$ cat src/hw/fmaPkg.sv
// Shared types and constants for the half-precision FMA
// Format widths, special encodings, rounding-mode codes, flag bit positions
package fmaPkg;

    // Binary16 word and its fields
    typedef logic [15:0] halfWordT;
    typedef logic [4:0]  expT;
    typedef logic [10:0] sigT;

    // Intermediate datapath widths
    typedef logic [5:0]  productExpT;
    typedef logic [21:0] productSigT;
    typedef logic [23:0] sumSigT;

    typedef logic [1:0]  roundModeT;
    typedef logic [3:0]  flagsT;

    localparam expT      expBias            = 5'd15;
    localparam expT      expAllOnes         = 5'd31;
    localparam expT      maxFiniteExp       = 5'd30;

    // Positive quiet NaN
    localparam halfWordT canonicalNan       = 16'h7E00;
    localparam halfWordT infMagnitude       = 16'h7C00;
    localparam halfWordT maxFiniteMagnitude = 16'h7BFF;

    localparam roundModeT roundTowardZero  = 2'd0;
    localparam roundModeT roundNearestEven = 2'd1;
    localparam roundModeT roundDown        = 2'd2;
    localparam roundModeT roundUp          = 2'd3;

    localparam int flagInvalid   = 3;
    localparam int flagOverflow  = 2;
    localparam int flagUnderflow = 1;
    localparam int flagInexact   = 0;

endpackage

$ cat src/hw/fmaIfs.sv
// Interfaces between the FMA stages
// operandIf: decoded operands, productIf: multiplier output, sumIf: aligned sum
`timescale 1ns/1ps

interface operandIf import fmaPkg::*; ();
    logic signA, signB, signC;
    expT  expA, expB, expC;
    sigT  sigA, sigB, sigC;
    logic nanA, nanB, nanC;
    logic snanA, snanB, snanC;
    logic productOperandInf;
    logic productInputZero;
    // Exponent of C is all ones, so C is infinity or NaN
    logic cIsInf;
    logic cMantisaNonZero;

    modport decoder (
        output signA, signB, signC, expA, expB, expC, sigA, sigB, sigC,
               nanA, nanB, nanC, snanA, snanB, snanC,
               productOperandInf, productInputZero, cIsInf, cMantisaNonZero
    );
    modport datapath (
        input signA, signB, signC, expA, expB, expC, sigA, sigB, sigC,
              productOperandInf, productInputZero
    );
    modport special (
        input signC, nanA, nanB, nanC, snanA, snanB, snanC,
              productOperandInf, productInputZero, cIsInf, cMantisaNonZero
    );
endinterface

interface productIf import fmaPkg::*; ();
    logic       productSign;
    productExpT productExp;
    productSigT productSig;
    logic       productExpNegative;
    logic       productExpOverflow;

    modport driver (output productSign, productExp, productSig,
                    productExpNegative, productExpOverflow);
    modport reader (input productSign, productExp, productSig,
                    productExpNegative, productExpOverflow);
endinterface

interface sumIf import fmaPkg::*; ();
    logic   sumSign;
    expT    sumExp;
    sumSigT sumSig;
    logic   sumSubtraction;
    logic   stickyA, stickyB;

    modport driver (output sumSign, sumExp, sumSig, sumSubtraction, stickyA, stickyB);
    modport reader (input sumSign, sumExp, sumSig, sumSubtraction, stickyA, stickyB);
endinterface

$ cat src/hw/operandDecoder.sv
// Operand decoder
// Applies the mul/add enables and classifies operands as zero, infinity or NaN
`timescale 1ns/1ps

module operandDecoder import fmaPkg::*; (
    input  halfWordT operandA,
    input  halfWordT operandB,
    input  halfWordT operandC,
    input  logic     mul,
    input  logic     add,
    operandIf.decoder ops
);
    halfWordT effB, effC;

    function automatic logic isNan(input halfWordT w);
        return (w[14:10] == expAllOnes) & (|w[9:0]);
    endfunction

    function automatic logic isZero(input halfWordT w);
        return ~(|w[14:0]);
    endfunction

    // B becomes 1.0 for a plain add, C becomes +0 for a plain multiply
    assign effB = mul ? operandB : {1'b0, expBias, 10'b0};
    assign effC = add ? operandC : '0;

    assign ops.signA = operandA[15];
    assign ops.signB = effB[15];
    assign ops.signC = effC[15];

    assign ops.expA  = operandA[14:10];
    assign ops.expB  = effB[14:10];
    assign ops.expC  = effC[14:10];

    // No subnormals, so A and B always carry a hidden one
    assign ops.sigA  = {1'b1, operandA[9:0]};
    assign ops.sigB  = {1'b1, effB[9:0]};
    assign ops.sigC  = {~isZero(effC), effC[9:0]};

    assign ops.nanA  = isNan(operandA);
    assign ops.nanB  = isNan(effB);
    assign ops.nanC  = isNan(effC);

    // Signaling when the quiet bit is clear
    assign ops.snanA = isNan(operandA) & ~operandA[9];
    assign ops.snanB = isNan(effB) & ~effB[9];
    assign ops.snanC = isNan(effC) & ~effC[9];

    assign ops.productOperandInf = (operandA[14:10] == expAllOnes) | (effB[14:10] == expAllOnes);
    assign ops.productInputZero  = isZero(operandA) | isZero(effB);
    assign ops.cIsInf            = (effC[14:10] == expAllOnes);
    assign ops.cMantisaNonZero   = |effC[9:0];

endmodule

$ cat src/hw/multiplier.sv
// Significand multiplier
// Product sign, rebiased exponent and full 22-bit significand product
`timescale 1ns/1ps

module multiplier import fmaPkg::*; (
    operandIf.datapath ops,
    productIf.driver   prod
);
    productExpT expSum;
    productExpT rebiasedExp;

    assign prod.productSign = ops.signA ^ ops.signB;

    assign expSum      = ops.expA + ops.expB;
    assign rebiasedExp = expSum - productExpT'(expBias);

    // A zero input forces an all-zero product
    assign prod.productExp = ops.productInputZero ? '0 : rebiasedExp;
    assign prod.productSig = ops.productInputZero ? '0 : ops.sigA * ops.sigB;

    // Bit 5 is a borrow when the exponent sum was small, a carry when it was large
    assign prod.productExpNegative = prod.productExp[5] & ~expSum[5];
    assign prod.productExpOverflow = prod.productExp[5] & expSum[5];

endmodule

$ cat src/hw/accumulator.sv
// Accumulator stage
// Exponent alignment, sticky bits and signed significand add/subtract
`timescale 1ns/1ps

module accumulator import fmaPkg::*; (
    operandIf.datapath ops,
    productIf.reader   prod,
    sumIf.driver       sum
);
    logic [6:0]  expDiff;
    logic        cExpGreater;
    logic [6:0]  shiftA, shiftB;
    logic [41:0] shiftedProd, shiftedC;
    logic [21:0] alignedA, alignedB;
    logic [22:0] opA, opB;
    sumSigT      standardSum, invertedSum;
    logic        useInverted;

    // True when any bit of the padded operand drops below the kept window
    function automatic logic lostBits(input logic [41:0] padded, input logic [6:0] shiftAmt);
        logic [41:0] keepMask;
        keepMask = {42{1'b1}} << ({1'b0, shiftAmt} + 8'd20);
        return |(padded & ~keepMask);
    endfunction

    // Product exponent sign extended so a negative exponent aligns correctly
    assign expDiff     = {prod.productExpNegative, prod.productExp} - {2'b00, ops.expC};
    assign cExpGreater = expDiff[6] | prod.productExpNegative;

    assign shiftA = cExpGreater ? (7'd0 - expDiff) : 7'd0;
    assign shiftB = cExpGreater ? 7'd0 : expDiff;

    // Window [41:20] holds the aligned operand, lower bits are shifted out
    assign shiftedProd = {prod.productSig, 20'b0} >> shiftA;
    assign shiftedC    = {1'b0, ops.sigC, 30'b0} >> shiftB;

    assign alignedA = shiftedProd[41:20];
    assign alignedB = shiftedC[41:20];

    assign sum.stickyA = lostBits({prod.productSig, 20'b0}, shiftA);
    assign sum.stickyB = lostBits({1'b0, ops.sigC, 30'b0}, shiftB);

    assign opA = {alignedA, sum.stickyA};
    assign opB = {alignedB, sum.stickyB};

    assign sum.sumSubtraction = prod.productSign ^ ops.signC;

    assign standardSum = sum.sumSubtraction ? ({1'b0, opA} - {1'b0, opB})
                                            : ({1'b0, opA} + {1'b0, opB});
    assign invertedSum = {1'b0, opB} - {1'b0, opA};

    // Pick whichever difference is non-negative
    assign useInverted = sum.sumSubtraction & ~invertedSum[23];

    // An infinite or overflowed product keeps its own sign
    assign sum.sumSign = prod.productSign ^
                         (useInverted & ~ops.productOperandInf & ~prod.productExpOverflow);

    assign sum.sumExp = cExpGreater ? ops.expC : prod.productExp[4:0];
    assign sum.sumSig = useInverted ? invertedSum : standardSum;

endmodule

$ cat src/hw/normalizationShifter.sv
// Normalization shifter
// Leading-one search, shift into the hidden position and exponent adjust
`timescale 1ns/1ps

module normalizationShifter import fmaPkg::*; (
    sumIf.reader     sum,
    productIf.reader prod,
    output logic     normSign,
    output expT      normExp,
    output sumSigT   normSig,
    output logic     normOverflow
);
    logic       carryOut;
    logic       sumIsZero;
    logic [4:0] leadPos;
    logic [5:0] expAdjust;
    logic [5:0] expWide;

    // Bit 23 is a real carry only for an addition
    assign carryOut  = sum.sumSig[23] & ~sum.sumSubtraction;
    assign sumIsZero = ~carryOut & ~(|sum.sumSig[22:1]);

    // Priority search, highest set bit wins
    always_comb begin
        leadPos = 5'd0;
        for (int k = 1; k < 23; k++) begin
            if (sum.sumSig[k]) begin
                leadPos = 5'(k);
            end
        end
    end

    // Bit 21 is the hidden position at the unchanged exponent
    assign expAdjust = carryOut ? 6'd2 : ({1'b0, leadPos} - 6'd21);
    assign expWide   = {1'b0, sum.sumExp} + expAdjust;

    always_comb begin
        if (sumIsZero) begin
            normSign     = prod.productSign & prod.productExpNegative;
            normExp      = '0;
            normSig      = '0;
            normOverflow = 1'b0;
        end else begin
            normSign = sum.sumSign;
            normExp  = expWide[4:0];
            normSig  = carryOut ? sum.sumSig : (sum.sumSig << (5'd23 - leadPos));
            // A carry from a downward adjust is only a borrow
            normOverflow = (~expAdjust[5] & expWide[5]) | (expWide[4:0] == expAllOnes);
        end
    end

endmodule

$ cat src/hw/rounder.sv
// Rounder
// Round-up decision for all four modes, increment and overflow handling
`timescale 1ns/1ps

module rounder import fmaPkg::*; (
    input  roundModeT roundMode,
    input  logic      normSign,
    input  expT       normExp,
    input  sumSigT    normSig,
    input  logic      normOverflow,
    sumIf.reader      sum,
    productIf.reader  prod,
    output halfWordT  roundedWord,
    output logic      inexactRound,
    output logic      roundUpOverflow
);
    logic        lsb, guardBit, roundBit, stickyBit;
    logic        tailNonZero;
    logic        inexactTruncate;
    logic        preRoundOverflow;
    logic        incrementSig;
    logic [11:0] sigPlusOne;
    logic [5:0]  roundedExpWide;
    logic [9:0]  roundedMant;
    logic        overflowAfterRound;

    // Hidden bit sits at 23, mantissa at [22:13]
    assign lsb         = normSig[13];
    assign guardBit    = normSig[12];
    assign roundBit    = normSig[11];
    assign stickyBit   = |normSig[10:0];
    assign tailNonZero = guardBit | roundBit | stickyBit;

    // Alignment sticky bits only show up in the inexact flag
    assign inexactTruncate  = tailNonZero | sum.stickyA | sum.stickyB;
    assign preRoundOverflow = prod.productExpOverflow | normOverflow;

    always_comb begin
        case (roundMode)
            roundTowardZero:  incrementSig = 1'b0;
            roundNearestEven: incrementSig = preRoundOverflow |
                                             (guardBit & (lsb | roundBit | stickyBit));
            roundDown:        incrementSig = preRoundOverflow ? normSign
                                                              : (normSign & tailNonZero);
            roundUp:          incrementSig = preRoundOverflow ? ~normSign
                                                              : (~normSign & tailNonZero);
            default:          incrementSig = 1'b0;
        endcase
    end

    // Increment with renormalization on carry out of the significand
    assign sigPlusOne     = {1'b0, normSig[23:13]} + 12'd1;
    assign roundedExpWide = {1'b0, normExp} + {5'b0, sigPlusOne[11]};
    assign roundedMant    = sigPlusOne[11] ? sigPlusOne[10:1] : sigPlusOne[9:0];

    assign overflowAfterRound = roundedExpWide > {1'b0, maxFiniteExp};

    always_comb begin
        roundUpOverflow = 1'b0;
        if (preRoundOverflow) begin
            // Infinity when rounding away, largest finite number otherwise
            inexactRound = 1'b1;
            roundedWord  = incrementSig ? {normSign, infMagnitude[14:0]}
                                        : {normSign, maxFiniteMagnitude[14:0]};
        end else if (incrementSig) begin
            inexactRound = 1'b1;
            if (overflowAfterRound) begin
                roundUpOverflow = 1'b1;
                roundedWord     = {normSign, infMagnitude[14:0]};
            end else begin
                roundedWord = {normSign, roundedExpWide[4:0], roundedMant};
            end
        end else begin
            inexactRound = inexactTruncate;
            roundedWord  = {normSign, normExp, normSig[22:13]};
        end
    end

endmodule

$ cat src/hw/resultSelector.sv
// Result selector
// Special-case priority, flag assembly and the registered outputs
`timescale 1ns/1ps

module resultSelector import fmaPkg::*; (
    input  logic      clk,
    input  logic      reset,
    input  halfWordT  roundedWord,
    input  logic      inexactRound,
    input  logic      roundUpOverflow,
    input  logic      normOverflow,
    operandIf.special ops,
    productIf.reader  prod,
    sumIf.reader      sum,
    output halfWordT  result,
    output flagsT     flags
);
    logic     zeroTimesInf;
    logic     anyNan;
    logic     invalidOp;
    logic     useRounded;
    halfWordT nextResult;
    flagsT    nextFlags;

    // Both conditions hold without a NaN only for zero times infinity
    assign zeroTimesInf = ops.productInputZero & ops.productOperandInf & ~ops.nanA & ~ops.nanB;
    assign anyNan       = ops.nanA | ops.nanB | ops.nanC;

    always_comb begin
        invalidOp  = 1'b0;
        useRounded = 1'b0;
        if (zeroTimesInf) begin
            nextResult = canonicalNan;
            invalidOp  = 1'b1;
        end else if (anyNan) begin
            nextResult = canonicalNan;
        end else if (ops.productOperandInf) begin
            // Opposite infinity in C cancels the infinite product
            if (ops.cIsInf & (sum.sumSubtraction | ops.cMantisaNonZero)) begin
                nextResult = canonicalNan;
                invalidOp  = ~ops.cMantisaNonZero;
            end else begin
                nextResult = {prod.productSign, infMagnitude[14:0]};
            end
        end else if (ops.cIsInf & ~ops.cMantisaNonZero) begin
            nextResult = {ops.signC, infMagnitude[14:0]};
        end else begin
            nextResult = roundedWord;
            useRounded = 1'b1;
        end
    end

    // Special results are exact, so only the rounded path reports overflow or inexact
    always_comb begin
        nextFlags                = '0;
        nextFlags[flagInvalid]   = ops.snanA | ops.snanB | ops.snanC | invalidOp;
        nextFlags[flagOverflow]  = useRounded &
                                   (prod.productExpOverflow | normOverflow | roundUpOverflow);
        nextFlags[flagUnderflow] = 1'b0;
        nextFlags[flagInexact]   = useRounded & (inexactRound | prod.productExpOverflow);
    end

    always_ff @(posedge clk) begin
        if (reset) begin
            result <= '0;
            flags  <= '0;
        end else begin
            result <= nextResult;
            flags  <= nextFlags;
        end
    end

endmodule

$ cat src/hw/fma16.sv
// Half-precision fused multiply-add, result = A * B + C
// Combinational datapath with one output register
`timescale 1ns/1ps

module fma16 import fmaPkg::*; (
    input  logic      clk,
    input  logic      reset,
    input  halfWordT  operandA,
    input  halfWordT  operandB,
    input  halfWordT  operandC,
    input  logic      mul,
    input  logic      add,
    input  roundModeT roundMode,
    output halfWordT  result,
    output flagsT     flags
);
    operandIf opsBus ();
    productIf prodBus ();
    sumIf     sumBus ();

    logic     normSign;
    expT      normExp;
    sumSigT   normSig;
    logic     normOverflow;

    halfWordT roundedWord;
    logic     inexactRound;
    logic     roundUpOverflow;

    operandDecoder uDecoder (
        .operandA, .operandB, .operandC, .mul, .add, .ops(opsBus)
    );

    multiplier uMultiplier (.ops(opsBus), .prod(prodBus));

    accumulator uAccumulator (.ops(opsBus), .prod(prodBus), .sum(sumBus));

    normalizationShifter uNormalizer (
        .sum(sumBus), .prod(prodBus), .normSign, .normExp, .normSig, .normOverflow
    );

    rounder uRounder (
        .roundMode, .normSign, .normExp, .normSig, .normOverflow,
        .sum(sumBus), .prod(prodBus), .roundedWord, .inexactRound, .roundUpOverflow
    );

    resultSelector uSelector (
        .clk, .reset, .roundedWord, .inexactRound, .roundUpOverflow, .normOverflow,
        .ops(opsBus), .prod(prodBus), .sum(sumBus), .result, .flags
    );

endmodule

$ cat config.mk
export PLATFORM = sky130hd
export DESIGN_NAME = fma16
export DESIGN_NICKNAME = d
export VERILOG_FILES = /design/src/hw/fmaPkg.sv /design/src/hw/fmaIfs.sv /design/src/hw/operandDecoder.sv /design/src/hw/multiplier.sv /design/src/hw/accumulator.sv /design/src/hw/normalizationShifter.sv /design/src/hw/rounder.sv /design/src/hw/resultSelector.sv /design/src/hw/fma16.sv
export SDC_FILE = /design/constraint.sdc
export NUM_CORES = 1
export LEC_CHECK = 0
export ABC_CLOCK_PERIOD_IN_PS = 44200
export BUFFER_PORTS_ARGS = -buffer_cell sky130_fd_sc_hd__buf_4
export CORE_ASPECT_RATIO = 0.75
export CORE_MARGIN = 4
export CORE_UTILIZATION = 36
export DETAILED_ROUTE_END_ITERATION = 10
export GPL_TIMING_DRIVEN = 0
export PLACE_DENSITY_LB_ADDON = 0.08
export SYNTH_ARGS = -nofsm -noshare
export SYNTH_HDL_FRONTEND = slang
export SYNTH_SLANG_ARGS = --single-unit
export TNS_END_PERCENT = 100
$ cat constraint.sdc
create_clock -name clk -period 44.2 [get_ports clk]
set_input_delay 4.42 -clock clk [delete_from_list [all_inputs] [get_ports clk]]
set_output_delay 4.42 -clock clk [all_outputs]
set_load 0.05 [all_outputs]
# Word-level counts from Yosys, hierarchy flattened
# Index checks and enable logic that the tools add are counted.
[totals]
reg_bits = 20
in_bits = 54
output_inout_bits = 20
wordCells = 176
[classes]
addsub = 14
multipliers = 1
magnitude_cmp = 1
eq_ne = 7
shifts = 5
mux = 63
n_bitwise = 69
reduce_logical = 12
[op_table]
columns = ["operator", "count"]
rows = [
  ["$mux W24", 4],
  ["$not A42 Y42", 2],
  ["$reduce_or A42 Y1", 2],
  ["$shl A42 B8 Y42 const A", 2],
  ["$mux W16", 5],
  ["$mux W15", 5],
  ["$sub A23 B23 Y24", 2],
  ["$mux W5", 9],
  ["$reduce_or A15 Y1", 3],
  ["$and A41 B42 Y42", 1],
  ["$and A42 B42 Y42", 1],
  ["$shr A41 B7 Y42", 1],
  ["$shr A42 B7 Y42", 1],
  ["$mux W4", 8],
  ["$reduce_or A10 Y1", 3],
  ["$and A1 B1 Y1", 25],
  ["$add A23 B23 Y24", 1],
  ["$shl A24 B5 Y24", 1],
  ["$mul A11 B11 Y22", 1],
  ["$mux W22", 1],
  ["$reduce_or A22 Y1", 1],
  ["$eq A5 B5 Y1 const B", 4],
  ["$or A1 B1 Y1", 20],
  ["$mux W1", 18],
  ["25 further kinds", 51],
]

# Longest topological paths before layout
[depth]
depth_word = 55
ltp_mapped = 66
depth_no_buf = 60

# Cells and area by module
# A second synthesis with hierarchy kept.
[hier_totals]
cells_unflattened = 2097
hier_area_um2 = 15240.9
[modules_own_cells]
columns = ["module", "instances", "cells_per_inst", "area_per_inst_um2", "seq_area_each_um2"]
rows = [
  ["accumulator", 1, 933, 6337.3, 0.0],
  ["multiplier", 1, 556, 4589.4, 0.0],
  ["normalizationShifter", 1, 346, 2347.3, 0.0],
  ["rounder", 1, 111, 729.4, 0.0],
  ["resultSelector", 1, 64, 653.1, 380.4],
  ["operandDecoder", 1, 87, 584.3, 0.0],
]

# Worst setup path after synthesis
# OpenSTA, ideal clock, no wires.
[synth_path]
kind = "input port to flip-flop"
from = "input port mul"
to = "register uSelector.result[2]"
setup_time_ps = 127
t_arrival_ps = 17302
t_required_ps = 44073
slack_ps = 26771
path_stages = 54
path_buffers = 5
cell_sequence = "clkbuf_1 -> clkbuf_1 -> clkbuf_1 -> nand3_1 -> fa_1 -> fa_1 -> inv_1 -> fa_1 -> inv_1 -> fa_1 -> inv_1 -> fa_1 -> ha_1 -> and3_1 -> a211oi_1 -> o41a_1 -> o21bai_1 -> a2111oi_0 -> [18 not listed] -> clkbuf_1 -> a31o_2 -> nor3_2 -> buf_2 -> a31oi_1 -> o211a_1 -> or4_4 -> nor3_1 -> ha_1 -> ha_1 -> xor2_1 -> o2111ai_1 -> a21oi_1 -> inv_1 -> nand2_1 -> a31o_2 -> nor4_1 -> or3_1"
[synth_between]
elab_chain_len = 53
word_cells_on_any_way = 122
cone_classes = "add/sub (14); mul (1); order compare (1); eq/ne (2); shift (5); mux (46); bitwise (46); reduce/logical (7)"
[synth_lines]
columns = ["item", "line_no", "source"]
rows = [
  ["from (decl)", "fma16.sv:11", "input logic mul,"],
  ["$mux W16 *", "operandDecoder.sv:24", "assign effB = mul ? operandB : {1'b0, expBias, 10'b0};"],
  ["branches (longest 52 deep; another with $add A7 B5 Y8)", "n/a", ""],
  ["to (signal assigned)", "resultSelector.sv:68", "result <= nextResult;"],
  ["to (decl)", "resultSelector.sv:15", "output halfWordT result,"],
]
# Mark *: on every way between the ends.
# A chain may end at the register's enable or synchronous reset.

# Worst setup path after layout
# Same ends and word-level chain as after synthesis.

==> flow_metrics.tcl <==
set metrics [dict create \
    synth_seq_area_share_pct 2.34 \
    max_clock_freq_ghz 0.0453 \
    place.gp.congestion 1.01 \
    min-delay-path-class "in -> reg" \
    wirelength_mm 69.8 \
    yosysTopAreaCellShare_pct 10.5 \
    combinational_family_with_the_most_area_after_synthesis "compound AO/OA/AOI/OAI gates" \
    remaining_drc_errors 0 \
    pin_count_of_the_biggest_net_entering_global_routing 13 \
    gr-usage-met1_pct 46.3 \
    synth.ff_latch_count 19 \
    h-tree-depth 1 \
    post-cts-setup-buffer-count 0 \
    ys.flop_type "dfxtp_1" \
    netlist_top_cells_area "fa_1 10%, ha_1 10%, nand2_1 5.1%, nor2_1 4.9%, a21oi_1 4.5%" \
    worst_slew_pin_slew_ns 1.28 \
    async_flop_share_pct 0 \
    share_of_synthesized_cell_area_in_full_adder_half_adder_and_majority_cells_pct 20.6 \
    initial_utilization_pct 36.4 \
    syn_nets 2592 \
    holdCritStartpoint "reset" \
    clock_tree_from_tritoncts "built" \
    place.port_buffers 68 \
    synth-edff-count 0 \
    setup-tns-final_ns 0 \
    rsz_0062_raised_after_global_routing "false" \
    crit_path_max_incr_delay_ns 0.97 \
    cts_max_path_buffers 2 \
    grt_util_met2_pct 37.4 \
    remaining_antenna_violation_count 0 \
    start_kind "primary input" \
    drt_first_iter_violations 2330 \
    timing.setup.critical_path_class "in -> reg" \
    grt.overflow.total 0 \
    mean_cell_area_of_the_mapped_netlist_um2 7.01 \
    worst-path-max-fanout 10 \
    worst_hold_path.endpoint "uSelector.flags[3]" \
    nets 2665 \
    antenna-diode-count 0 \
    hold_violations 0 \
    via_per_inst 6.29 \
    post-dp-hpwl_mm 59.2 \
    cts.sink_count 19 \
    netlist-cell-type-count 118 \
    wl_per_cell_um 23.4 \
    drv.max_cap_violation_count 0 \
    global_route_hottest_layer "met1" \
    ctsResizeCount 0 \
    core_area_um2 44700 \
    grt_pass1_wl_mm 106 \
    sequential_standard_cell_area_um2 380 \
    outcome "completed" \
    horiz_die_dim_um 253 \
    final_period_minus_worst_setup_slack_ns 22.08 \
    timing.max_slew.rel_slack_pct 14.3 \
    fp.dieArea_um2 48700 \
    placement_rows 67 \
    synth_xor_area_share_pct 5.58 \
    fp.dieH_um 192 \
    synth_mux_area_share_pct 6.33 \
    multi_input_comb_area_um2 14600 \
    most-common-layout-cells "223 x nand2_1, 214 x nor2_1, 177 x inv_1" \
    fin_worst_hold_slack_ns 4.56 \
    data_arrival_critical_path_ns 22.21 \
    grt_antenna_before_repair 0 \
    drt-pass1-iter-count 6 \
    setup_viols_final 0 \
    cts_hold_buffers 0 \
    final-max-slew-violation-count 0 \
    layout.cells.most_common "nand2_1" \
    cts.clk_slew.worst_paths_ns 0.05 \
    via_count_of_the_first_global_routing_pass 17300 \
    fill_cell_instance_count_of_the_final_layout 4894 \
    dr_total_vias 18700 \
    grtUsageMet3_pct 4.55 \
    critical-path-slowest-cell "a2111oi_0" \
    worst-endpoint-required_ns 44.33 \
    endpoint_kind "register" \
    whs_path_cells 2 \
    clockRootBuffer "clkbuf_16" \
    synthesis.yosys.warnings 0 \
    grt.total_usage_pct 27.7 \
    period_share_pct 49.9 \
    netlist.top_cell.by_area "fa_1" \
    cts_buffer_count 3 \
    synthSimpleGateAreaFrac_pct 28.7 \
    compound_gate_portion_of_the_synthesized_area_pct 28.7 \
    areaGrowthSynthToFinish_pct 8.16 \
    synth_cell_area_um2 16300 \
    num_io_pins 74 \
    synthesis.instances 2321 \
    drive_above_1_share_pct 8.78 \
]
-- worst max-delay path by stage --
stage,end,cells after the start,startpoint
finish,uSelector.result[2],59,mul
global route,uSelector.result[2],59,mul
CTS,uSelector.result[2],59,mul
detailed placement,uSelector.result[2],59,mul
global placement,uSelector.result[2],59,mul
floorplan,uSelector.result[2],54,mul
-- routing by layer --
layer | up-vias | share of wire, %
li1 | 8675 | -
met1 | 9090 | 51
met2 | 935 | 38
met3 | 48 | 10
met4 | 0 | 0.71
met5 | - | 0
-- cell type report --
class / instances / share of cell area (%)
clock buffers: 3 / 0.427
plain buffers: 123 / 3.19
clock inverters: 1 / 0.0427
well taps: 586 / 4.17
inverters: 185 / 3.96
multi-input cells: 1994 / 83.1
repair buffers: 68 / 2.90
flip-flops and latches: 19 / 2.16
-- state kept, by name, summed over array words and instances, names as in the netlist --
name              count
uSelector.result     16
uSelector.flags       3
-- synth_stat cells, types with 23 or more instances --
| cell | n |
|---|---|
| and3_1 | 78 |
| buf_2 | 23 |
| inv_1 | 177 |
| o21ai_0 | 110 |
| nand4_1 | 27 |
| clkbuf_1 | 81 |
| a31oi_1 | 35 |
| nor4_1 | 26 |
| nor3_1 | 81 |
| mux2i_1 | 63 |
| a21oi_1 | 146 |
| o211ai_1 | 33 |
| a211oi_1 | 34 |
| xor2_1 | 39 |
| nand2_1 | 223 |
| and2_1 | 31 |
| nand3_1 | 73 |
| ha_1 | 132 |
| nand2b_1 | 31 |
| nor2_1 | 214 |
| fa_1 | 85 |
| a21o_1 | 28 |
| nor2b_1 | 26 |
| xnor2_1 | 54 |
-- metrics by stage --
stage	std cells	area (um2)	setup WS, ns	utilization (%)
finish	2979	17600	22.12	39.4
global route	2979	17600	21.15	39.4
detailed placement	2975	17500	22.32	39.2
global placement	2975	17500	22.26	39.2
CTS	2979	17600	22.57	39.4
floorplan	2321	16300	26.77	-
-- critical path, delay by kind of cell --
family / cells / cell delay [ns]
AOI/OAI and AO/OA: 18 / 5.66
xor gates and xnor gates: 1 / 0.17
adders and majority gates: 10 / 4.12
buffers and inverters: 12 / 2.73
muxes: 2 / 0.77
and+or+nand+nor: 16 / 4.27
-- cells by family (layout without fill, tap and decap cells) --
kind of cell,count (synthesis),in the layout
other,1,1
xor gates and xnor gates,97,97
muxes,91,91
buffers and inverters,308,380
AOI/OAI and AO/OA,669,669
DFF,19,19
and+or+nand+nor,919,919
adders and majority gates,217,217
Power is left out: the tool's default activity adds up to more than one toggle a clock period on the data nets, which glitch-free logic cannot reach.
